--- src/design/dphy_pkg.sv ---
package dphy_pkg;

  ////////////////////////////////////////////////////////////
  // lane setup
  ////////////////////////////////////////////////////////////

  // must divide WORD_BYTES.
  localparam int DATA_LANES = 2;

  // bytes in one mapped output word.
  localparam int WORD_BYTES = 4;

  // high-speed sync pattern, sent LSB first.
  localparam logic [7:0] SYNC_BYTE = 8'hB8;

  ////////////////////////////////////////////////////////////
  // deskew
  ////////////////////////////////////////////////////////////

  // entries per lane fifo.
  localparam int SKEW_DEPTH = 4;
  localparam int SKEW_AW    = $clog2(SKEW_DEPTH);

  ////////////////////////////////////////////////////////////
  // shared types
  ////////////////////////////////////////////////////////////

  // lane 0 sits in the low byte.
  typedef logic [DATA_LANES-1:0][7:0] lane_bytes_t;

  // one aligned byte of one lane.
  typedef struct packed {
    logic       valid;
    logic [7:0] data;
  } lane_byte_t;

  // one skew-free beat of all lanes.
  typedef struct packed {
    logic        valid;
    lane_bytes_t data;
  } lane_word_t;

  // mapper output.
  typedef struct packed {
    logic        valid;
    logic [31:0] data;
  } rx_word_t;

endpackage

--- src/design/dphy_byte_align.sv ---
`timescale 1ns/1ns

module dphy_byte_align (
  input  logic                 byte_clk_i,
  input  logic                 rst_i,
  input  logic                 enable_i,
  input  logic                 reset_align_i,
  input  logic [7:0]           unaligned_byte_i,
  output dphy_pkg::lane_byte_t aligned_o
);

  import dphy_pkg::*;

  logic [7:0]  prev_byte;
  logic [15:0] window;
  logic        locked;
  logic [2:0]  offset;
  logic        sync_hit;
  logic [2:0]  sync_pos;
  logic        out_valid;
  logic [7:0]  out_data;

  ////////////////////////////////////////////////////////////
  // bit window
  ////////////////////////////////////////////////////////////

  // earliest bit is window[0].
  assign window = {unaligned_byte_i, prev_byte};

  always_ff @(posedge byte_clk_i)
  begin
    prev_byte <= unaligned_byte_i;
  end

  ////////////////////////////////////////////////////////////
  // sync search
  ////////////////////////////////////////////////////////////

  // Scan from the top down so the lowest matching offset is the one
  // left in sync_pos.
  always_comb
  begin
    sync_hit = 1'b0;
    sync_pos = '0;
    for (int i = 7; i >= 0; i--)
    begin
      if (window[i +: 8] == SYNC_BYTE)
      begin
        sync_hit = 1'b1;
        sync_pos = 3'(i);
      end
    end
  end

  ////////////////////////////////////////////////////////////
  // lock and output
  ////////////////////////////////////////////////////////////

  always_ff @(posedge byte_clk_i)
  begin
    if (rst_i)
    begin
      locked    <= 1'b0;
      offset    <= '0;
      out_valid <= 1'b0;
    end
    else if (reset_align_i || !enable_i)
    begin
      locked    <= 1'b0;            // drop lock, search again.
      out_valid <= 1'b0;
    end
    else if (locked)
    begin
      out_valid <= 1'b1;
    end
    else if (sync_hit)
    begin
      locked <= 1'b1;               // sync byte itself is not output.
      offset <= sync_pos;
    end
  end

  always_ff @(posedge byte_clk_i)
  begin
    out_data <= window[offset +: 8];
  end

  assign aligned_o.valid = out_valid;
  assign aligned_o.data  = out_data;

endmodule

--- src/design/dphy_word_align.sv ---
`timescale 1ns/1ns

module dphy_word_align (
  input  logic                                            byte_clk_i,
  input  logic                                            rst_i,
  input  logic                                            enable_i,
  input  logic                                            eop_i,
  input  dphy_pkg::lane_byte_t [dphy_pkg::DATA_LANES-1:0] lanes_i,
  output logic                                            reset_align_o,
  output dphy_pkg::lane_word_t                            word_o
);

  import dphy_pkg::*;

  logic [7:0]                         fifo_mem [DATA_LANES][SKEW_DEPTH];
  logic [DATA_LANES-1:0][SKEW_AW-1:0] wr_ptr;
  logic [DATA_LANES-1:0][SKEW_AW-1:0] rd_ptr;
  logic [DATA_LANES-1:0][SKEW_AW:0]   fill;
  logic [DATA_LANES-1:0]              lane_valid;
  logic [DATA_LANES-1:0]              push;
  logic [DATA_LANES-1:0]              full;
  logic [DATA_LANES-1:0]              not_empty;
  logic                               enable_d;
  logic                               enable_fall;
  logic                               pop;
  logic                               overflow;
  logic                               flush;
  logic                               drop_pkt;
  logic                               drain;
  logic                               word_valid;
  lane_bytes_t                        word_data;

  always_comb
  begin
    for (int i = 0; i < DATA_LANES; i++)
    begin
      lane_valid[i] = lanes_i[i].valid;
      not_empty[i]  = (fill[i] != '0);
      full[i]       = (fill[i] == (SKEW_AW+1)'(SKEW_DEPTH));
      push[i]       = lanes_i[i].valid && !drop_pkt && !drain;
    end
  end

  assign enable_fall = enable_d && !enable_i;
  assign pop         = (&not_empty) && !eop_i && !enable_fall;
  assign overflow    = |(push & full) && !pop;   // a pop makes room.
  assign flush       = eop_i || enable_fall || overflow;

  ////////////////////////////////////////////////////////////
  // packet state
  ////////////////////////////////////////////////////////////

  // drop_pkt holds off an overflowed packet until it ends, since the
  // realigned lanes may lock on a stray sync match in the payload.
  // drain ignores bytes still in flight until every lane has unlocked.
  always_ff @(posedge byte_clk_i)
  begin
    if (rst_i)
    begin
      enable_d      <= 1'b0;
      reset_align_o <= 1'b0;
      drop_pkt      <= 1'b0;
      drain         <= 1'b0;
    end
    else
    begin
      enable_d      <= enable_i;
      reset_align_o <= flush;
      if (eop_i || enable_fall)
        drop_pkt <= 1'b0;
      else if (overflow)
        drop_pkt <= 1'b1;
      if (flush)
        drain <= 1'b1;
      else if (!(|lane_valid))
        drain <= 1'b0;
    end
  end

  ////////////////////////////////////////////////////////////
  // skew fifos
  ////////////////////////////////////////////////////////////

  always_ff @(posedge byte_clk_i)
  begin
    if (rst_i)
    begin
      wr_ptr     <= '0;
      rd_ptr     <= '0;
      fill       <= '0;
      word_valid <= 1'b0;
    end
    else
    begin
      word_valid <= pop;
      for (int i = 0; i < DATA_LANES; i++)
      begin
        if (flush)
        begin
          wr_ptr[i] <= '0;
          rd_ptr[i] <= '0;
          fill[i]   <= '0;
        end
        else
        begin
          if (push[i])
            wr_ptr[i] <= wr_ptr[i] + 1'b1;
          if (pop)
            rd_ptr[i] <= rd_ptr[i] + 1'b1;
          fill[i] <= fill[i] + (SKEW_AW+1)'(push[i]) - (SKEW_AW+1)'(pop);
        end
      end
    end
  end

  always_ff @(posedge byte_clk_i)
  begin
    for (int i = 0; i < DATA_LANES; i++)
    begin
      if (push[i])
        fifo_mem[i][wr_ptr[i]] <= lanes_i[i].data;
      if (pop)
        word_data[i] <= fifo_mem[i][rd_ptr[i]];  // one entry per lane.
    end
  end

  assign word_o.valid = word_valid;
  assign word_o.data  = word_data;

endmodule

--- src/design/dphy_32b_map.sv ---
`timescale 1ns/1ns

module dphy_32b_map (
  input  logic                 byte_clk_i,
  input  logic                 rst_i,
  input  logic                 eop_i,
  input  dphy_pkg::lane_word_t word_i,
  output dphy_pkg::rx_word_t   rx_o
);

  import dphy_pkg::*;

  logic [1:0]                  byte_pos;
  logic [WORD_BYTES-1:0][7:0]  acc;
  logic [WORD_BYTES-1:0][7:0]  word_next;
  logic                        last_beat;
  logic                        held;
  logic                        emit;
  logic                        out_valid;
  logic [31:0]                 out_data;

  ////////////////////////////////////////////////////////////
  // byte packing
  ////////////////////////////////////////////////////////////

  // lane 0 lands at the current byte position.
  always_comb
  begin
    word_next = acc;
    if (word_i.valid)
    begin
      for (int l = 0; l < DATA_LANES; l++)
        word_next[int'(byte_pos) + l] = word_i.data[l];
    end
  end

  assign last_beat = word_i.valid && (int'(byte_pos) + DATA_LANES == WORD_BYTES);
  assign held      = word_i.valid || (byte_pos != '0);   // beat on the eop cycle counts.
  assign emit      = last_beat || (eop_i && held);

  ////////////////////////////////////////////////////////////
  // accumulator
  ////////////////////////////////////////////////////////////

  // acc is cleared after every word so a partial word at end of
  // packet goes out with its missing bytes already zero.
  always_ff @(posedge byte_clk_i)
  begin
    if (rst_i)
    begin
      byte_pos  <= '0;
      acc       <= '0;
      out_valid <= 1'b0;
    end
    else
    begin
      out_valid <= emit;
      if (emit)
      begin
        byte_pos <= '0;
        acc      <= '0;
      end
      else if (word_i.valid)
      begin
        byte_pos <= byte_pos + 2'(DATA_LANES);
        acc      <= word_next;
      end
    end
  end

  always_ff @(posedge byte_clk_i)
  begin
    if (emit)
      out_data <= word_next;
  end

  assign rx_o.valid = out_valid;
  assign rx_o.data  = out_data;

endmodule

--- src/design/dphy_rx_core.sv ---
`timescale 1ns/1ns

module dphy_rx_core (
  input  logic                  byte_clk_i,
  input  logic                  rst_i,
  input  logic                  enable_i,
  input  logic                  eop_i,
  input  dphy_pkg::lane_bytes_t raw_bytes_i,
  output logic [31:0]           data_o,
  output logic                  valid_o
);

  import dphy_pkg::*;

  lane_byte_t [DATA_LANES-1:0] aligned_bytes;
  logic                        reset_align;
  lane_word_t                  lane_word;
  rx_word_t                    rx_word;

  ////////////////////////////////////////////////////////////
  // per-lane bit alignment
  ////////////////////////////////////////////////////////////

  generate
    for (genvar i = 0; i < DATA_LANES; i++)
    begin : byte_align
      dphy_byte_align lane_align (
        .byte_clk_i       ( byte_clk_i       ),
        .rst_i            ( rst_i            ),
        .enable_i         ( enable_i         ),
        .reset_align_i    ( reset_align      ),
        .unaligned_byte_i ( raw_bytes_i[i]   ),
        .aligned_o        ( aligned_bytes[i] )
      );
    end
  endgenerate

  ////////////////////////////////////////////////////////////
  // deskew and word mapping
  ////////////////////////////////////////////////////////////

  dphy_word_align word_align (
    .byte_clk_i    ( byte_clk_i    ),
    .rst_i         ( rst_i         ),
    .enable_i      ( enable_i      ),
    .eop_i         ( eop_i         ),
    .lanes_i       ( aligned_bytes ),
    .reset_align_o ( reset_align   ),
    .word_o        ( lane_word     )
  );

  dphy_32b_map mapper (
    .byte_clk_i ( byte_clk_i ),
    .rst_i      ( rst_i      ),
    .eop_i      ( eop_i      ),
    .word_i     ( lane_word  ),
    .rx_o       ( rx_word    )
  );

  assign data_o  = rx_word.data;
  assign valid_o = rx_word.valid;

endmodule

--- config.mk ---
export PLATFORM = sky130hd
export DESIGN_NAME = dphy_rx_core
export DESIGN_NICKNAME = d
export VERILOG_FILES = /design/src/design/dphy_pkg.sv /design/src/design/dphy_byte_align.sv /design/src/design/dphy_word_align.sv /design/src/design/dphy_32b_map.sv /design/src/design/dphy_rx_core.sv
export SDC_FILE = /design/constraint.sdc
export NUM_CORES = 1
export LEC_CHECK = 0
export BUFFER_PORTS_ARGS = -buffer_cell sky130_fd_sc_hd__buf_2
export CELL_PAD_IN_SITES_DETAIL_PLACEMENT = 0
export CELL_PAD_IN_SITES_GLOBAL_PLACEMENT = 1
export CORE_MARGIN = 1
export CORE_UTILIZATION = 46
export CTS_CLUSTER_DIAMETER = 200
export CTS_CLUSTER_SIZE = 28
export DETAILED_ROUTE_END_ITERATION = 7
export PLACE_DENSITY_LB_ADDON = 0.2
export RECOVER_POWER = 100
export SLEW_MARGIN = 30
export SYNTH_ARGS = -nofsm -noshare
export SYNTH_HDL_FRONTEND = slang
export SYNTH_SLANG_ARGS = --single-unit
--- constraint.sdc ---
create_clock -name byte_clk_i -period 5.2 [get_ports byte_clk_i]
set_input_delay 0.52 -clock byte_clk_i [delete_from_list [all_inputs] [get_ports byte_clk_i]]
set_output_delay 0.52 -clock byte_clk_i [all_outputs]
set_load 0.01 [all_outputs]
==> results of run 1 <==
[cell usage in the layout (no fill, tap or decap), types with 4 or more instances in the layout]
cell,count
nand2_1,29
ha_1,10
mux4_2,22
clkbuf_1,54
buf_2,4
nor3_1,6
xnor2_1,8
o21ai_0,21
mux2_1,22
nor4bb_1,16
mux2i_1,12
nor2b_1,37
edfxtp_1,112
mux2_2,20
clkbuf_16,11
xor2_1,4
o21a_1,5
dfxtp_1,95
a21oi_1,16
and4bb_2,6
inv_1,15
and2_0,8
nor2_1,40
[power by group through the flow]
stage | logic [W] | clock network, W | registers, W
2_1_floorplan | 0.0000502 | 0 | 0.00178
3_3_place_gp | 0.0000718 | 0 | 0.00179
3_5_place_dp | 0.0000729 | 0 | 0.00179
4_1_cts | 0.0000732 | 0.000934 | 0.00175
5_1_grt | 0.0000793 | 0.000989 | 0.00176
6_report | 0.0000706 | 0.000905 | 0.00175
[per-layer routing]
layer,track usage,part of all wire,vias up
li1,-,-,2156
met5,0,0,-
met4,0.0393,0.014,0
met2,0.250,0.45,81
met3,0.0233,0.039,13
met1,0.219,0.50,2098
[cell type report]
cell class / instances / area, µm²
fill: 1505 / 8510
sequential: 207 / 5270
multi-input combinational: 320 / 2660
clock buffer: 16 / 294
tap: 225 / 282
timing repair buffer: 53 / 204
inverter: 17 / 63.8
clock inverter: 1 / 20.0
[through the flow]
step | power, W | instance area, µm² | hold slack (ps)
after floorplan | 0.00183 | 8120 | 438
after global placement | 0.00186 | 8570 | 444
after detailed placement | 0.00186 | 8570 | 461
after CTS | 0.00276 | 8890 | 137
after global routing | 0.00282 | 8790 | 130
final | 0.00273 | 8790 | 156
[worst max-delay path, stage by stage (launching register included)]
cell and delay [ps]:
dfxtp_1 450, maj3_1 210, clkbuf_1 1320, or2_0 1450, nor2b_1 110
[logic make-up after synthesis]
family	after synthesis
xor gates and xnor gates	12
adders and majority gates	13
muxes	76
and+or+nand+nor	155
AOI/OAI and AO/OA	64
buffers and inverters	37
DFF	207
[final timing paths]
path	endpoint	slack (ps)	cells after the start
hold / removal	byte_align[0].lane_align.prev_byte[7]	160	1
hold reg to reg	word_align.fifo_mem[0][63]	480	0
setup reg to reg	mapper.acc[3]	1460	4
setup / recovery	mapper.acc[3]	1460	4
[state kept, by name, summed over array words and instances (netlist names), 4 cells and up]
signal / count
word_align.fill: 6
word_align.wr_ptr: 4
word_align.fifo_mem: 64
mapper.acc: 32
byte_align.lane_align.prev_byte: 16
word_align.word_o: 16
byte_align.lane_align.offset: 6
byte_align.lane_align.out_data: 16
word_align.rd_ptr: 4
mapper.out_data: 32
==> impl_metrics.csv, run 1 <==
group,metric,value,unit
power,seq_power_share,0.642,
synthesis,synthTopCellsByArea,"edfxtp_1, dfxtp_1, mux4_2",
drt,antenna_left,0,
outcome,violations,"capacitance limit, slew limit",
synthesis,synth_fa_ha_area_frac,0.0216,
power,switching_share,0.204,
global_routing,grt_pass1_vias,4380,
clock_tree,cts_sinks,207,
floorplan,core,17300,µm²
synthesis,syn_nets,596,
global_routing,grtUsageTotal,0.155,
synthesis,yosysUniqueCellTypes,46,
power,power.density,310,nW/µm²
clock_tree,cts_resized,0,
clock_tree,clk_pin_slew,100,ps
final_layout,fin_nets,642,
global_routing,grt_max_degree,35,
synthesis,synth_common_cells,"edfxtp_1, dfxtp_1, mux2_2, nor2_1, nor2b_1",
synthesis,yosysMostFrequentCell,"edfxtp_1",
power,p_int,0.00217,W
clock_tree,cts_buffer_depth,3,
sta,relSlewSlack,-0.224,
synthesis,synth_edf_count,112,
placed_design,port_buffers,52,
synthesis,synth_top_area_share,0.414,
clock_tree,h-tree-depth,1,
synthesis,synth_mux_area_frac,0.134,
synthesis,synth_cells,564,
drt,routed_wl,13500,µm
synthesis,yosysWarnings,0,
floorplan,io_pins,53,
sta,fmax,0.267,GHz
min_path,hp-class,"input port to flip-flop",
critical_path,crit_type,"flip-flop to flip-flop",
power,pwr-share-clk,0.332,
sta,worstMarginPinSlew,1840,ps
clock_tree,cts_inserted_buffers,11,
sta,skew,14.4,ps
final_layout,area_delta_synth_final,8.21,%
global_routing,grt_pass1_wl,22200,µm
clock_tree,cts_setup_buffers,0,
synthesis,synth_top_family_by_area,"multiplexers",
sta,post-route-period-util,0.720,
global_routing,overflow,0,
drt,via_count,4348,
placed_design,hpwl,9370,µm
critical_path,required,5470,ps
placed_design,pre_cts_slack,1980,ps
synthesis,yosys.area_share.xor_xnor,0.0129,
floorplan,die_height,135,µm
critical_path,start_kind,"flip-flop",
synthesis,synth_seq_cells,207,
drt,drc,0,
synthesis,yosys.area_share.simple,0.112,
final_layout,final_layout_size_suffix_gt1_frac,0.111,
clock_tree,cts_tree,"done",
floorplan,placement_rows,48,
outcome,status,"finished, violations left",
sta,finalHoldViolCount,0,
min_path,hold_start,"raw_bytes_i[7]",
clock_tree,clock_latency,460,ps
synthesis,yosys.area.top_type,"edfxtp_1",
sta,rsz0062_at_grt,"no",
floorplan,initial_core_util,0.470,
synthesis,syn_avg_cell_area,14.4,µm²
floorplan,fp.dieArea,18200,µm²
drt,drt_iter0_markers,185,
synthesis,async_reset_ff_frac,0,
synthesis,synth_flop_cell,"edfxtp_1",
job,cap_violations,3,
clock_tree,ctsHoldBuffers,0,
sta,setup_viol_count_final,0,
clock_tree,ctsRootBufferMaster,"clkbuf_16",
synthesis,synth_compound_area_frac,0.0510,
power,share_comb_of_total_power,0.026,
critical_path,cp-startpoint,"word_align.word_valid",
final_layout,fin_util,0.508,
floorplan,die_w,135,µm
synthesis,syn_area,8120,µm²
sta,fin_ws,1460,ps
global_routing,grt_antenna_before_repair,0,
sta,drv_slew,85,
final_layout,antenna_cells,0,
drt,wl_per_cell,16.1,µm
critical_path,arrival,4010,ps
placed_design,post-place-cells,822,
synthesis,ys_seq_area_frac,0.648,
placed_design,routabilityCongestion,0.839,
power,switchingPower,0.000556,W
critical_path,reg2reg_from,"word_align.word_valid",
drt,vias_per_cell,5.18,
drt,drt_pass1_iterations,4,
power,p_leak,2.99,nW
power,max-vdd-ir-drop,202,µV
sta,setup_tns,0,ps
final_layout,fin_cells,839,
critical_path,path_max_fanout,34,
critical_path,crit_path_end_kind,"flip-flop",
sta,layout_min_cycle_time,3740,ps
Note: power is estimated with default switching activity, not from simulation.
==> run 2, diff against run 1 <==
==> constraint.sdc (replaced) <==
create_clock -name byte_clk_i -period 3.53 [get_ports byte_clk_i]
set_input_delay 0.353 -clock byte_clk_i [delete_from_list [all_inputs] [get_ports byte_clk_i]]
set_output_delay 0.353 -clock byte_clk_i [all_outputs]
set_load 0.01 [all_outputs]
==> run 2 against run 1 <==
Against the previous run: the run now ends clean; critical path type unchanged; sequential share of layout area decreased by 0.24 points; fmax is 49% higher; setup slack got worse by 440 ps.
==> impl_metrics.csv, run 2 (synthesized netlist as in run 1, its figures left out) <==
group,metric,value,unit
floorplan,core,17300,µm²
sta,skew,22.1,ps
sta,setup_tns,0,ps
critical_path,r2r-end,"word_align.fill[5]",
job,cap_violations,0,
clock_tree,ctsRootBufferMaster,"clkbuf_16",
clock_tree,h-tree-depth,1,
sta,post-route-period-util,0.711,
sta,layout_min_cycle_time,2510,ps
final_layout,fillCellCount,1530,
outcome,status,"complete, no violations",
final_layout,mostFrequentLayoutCells,"edfxtp_1, dfxtp_1, clkbuf_1",
final_layout,final_common_cell,"edfxtp_1",
sta,drv_slew,0,
critical_path,crit_path_end_kind,"flip-flop",
global_routing,grt_pass1_wl,21900,µm
power,max-vdd-ir-drop,341,µV
sta,finalHoldViolCount,0,
floorplan,placement_rows,48,
floorplan,fp.dieArea,18200,µm²
global_routing,grt_pass1_vias,4388,
placed_design,port_buffers,52,
min_path,hp-class,"input port to flip-flop",
final_layout,fin_util,0.510,
floorplan,die_height,135,µm
clock_tree,clk_pin_slew,100,ps
drt,antenna_left,0,
final_layout,area_delta_synth_final,8.64,%
critical_path,start_kind,"flip-flop",
sta,rsz0062_at_grt,"no",
critical_path,path_max_fanout,21,
final_layout,fin_cells,843,
sta,fin_ws,1020,ps
sta,setup_viol_count_final,0,
sta,fmax,0.398,GHz
placed_design,pre_cts_slack,1010,ps
clock_tree,cts_sinks,207,
power,p_leak,3.01,nW
placed_design,hpwl,9040,µm
clock_tree,cts_buffer_depth,3,
final_layout,largest_reg_flops,64,
placed_design,routabilityCongestion,0.836,
critical_path,required,3870,ps
sta,whs,53.1,ps
floorplan,initial_core_util,0.470,
critical_path,reg2reg_from,"word_align.fill[4]",
power,power.density,454,nW/µm²
final_layout,final_layout_size_suffix_gt1_frac,0.113,
sta,worstMarginPinSlew,1150,ps
global_routing,overflow,0,
min_path,hold_start,"raw_bytes_i[6]",
global_routing,grt_max_degree,35,
global_routing,grt_antenna_before_repair,0,
drt,wl_per_cell,15.7,µm
floorplan,die_w,135,µm
drt,routed_wl,13300,µm
min_path,min_to,"byte_align[0].lane_align.prev_byte[6]",
sta,relSlewSlack,0.229,
min_path,whs_path_depth,1,
clock_tree,cts_tree,"done",
global_routing,grtUsageTotal,0.151,
critical_path,crit_type,"flip-flop to flip-flop",
critical_path,arrival,2850,ps
final_layout,antenna_cells,0,
clock_tree,clock_latency,460,ps
final_layout,fin_nets,646,
drt,drc,0,
floorplan,io_pins,53,
clock_tree,cts_inserted_buffers,11,
drt,drt_iter0_markers,171,
drt,vias_per_cell,5.15,
critical_path,reg2reg_depth,12,
drt,drt_pass1_iterations,6,
drt,via_count,4345,
placed_design,post-place-cells,824,
critical_path,r2r_slack,1020,ps
[run 2: changes by cell type in the layout (fill, tap and decap cells not counted)]
| cell | previous run | this run |
|---|---|---|
| buf_4 | 0 | 2 |
| dlygate4sd3_1 | 0 | 2 |
| or2_0 | 1 | 0 |
| or2_1 | 0 | 1 |
[run 2: layer usage]
metal  global-route usage  wire length [µm]
met2                0.246              5920
met5                    0                 0
met4               0.0400               233
met1                0.212              6600
met3               0.0240               502
[run 2: critical path, stage by stage, from the launching register on]
cell and delay [ps]:
dfxtp_1 430, nor3_1 70, nor3_1 270, nand2b_1 150, clkinv_1 80, buf_4 280
xor2_1 180, ha_1 160, inv_1 50, fa_1 370, xor2_1 170, xnor2_1 130
nor2_1 50
[run 2: final cells by class]
type / instances / area (µm²) / share of cell area
Inverter: 17 / 63.8 / 0.00723
Tap cell: 225 / 282 / 0.0319
Clock inverter: 1 / 20.0 / 0.00227
Multi-Input combinational cell: 320 / 2660 / 0.301
Sequential cell: 207 / 5270 / 0.597
Timing Repair Buffer: 57 / 239 / 0.0271
Clock buffer: 16 / 294 / 0.0333
[run 2: worst max path at each step]
stage,from,to,slack [ps],cells past startpoint
after detailed placement,enable_i,word_align.fill[5],1010,13
after global placement,enable_i,word_align.fill[5],1030,13
after floorplan,word_align.fill[3],word_align.fill[5],1060,11
after CTS,word_align.fill[4],word_align.fill[5],1080,12
final,word_align.fill[4],word_align.fill[5],1020,12
after global routing,byte_align[1].lane_align.out_valid,word_align.rd_ptr[3],640,5
[run 2: stage by stage]
step                area (µm²)  power [W]
detailed placement        8590    0.00274
finish                    8820    0.00401
global route              8820    0.00415
floorplan                 8120    0.00270
global placement          8590    0.00274
CTS                       8920    0.00407
[run 2: timing repair]
action / in CTS / in global routing
buffers inserted: 0 / 0
gates resized for setup: 0 / 0
hold endpoints to repair: 2 / 0
hold buffers: 2 / 0
[run 2: power by group]
group          leakage (nW)  internal [W]  switching, W
Sequential             1.80       0.00255     0.0000282
Clock                 0.151      0.000601      0.000723
Combinational          1.06     0.0000459     0.0000593
Total                  3.01       0.00320      0.000810
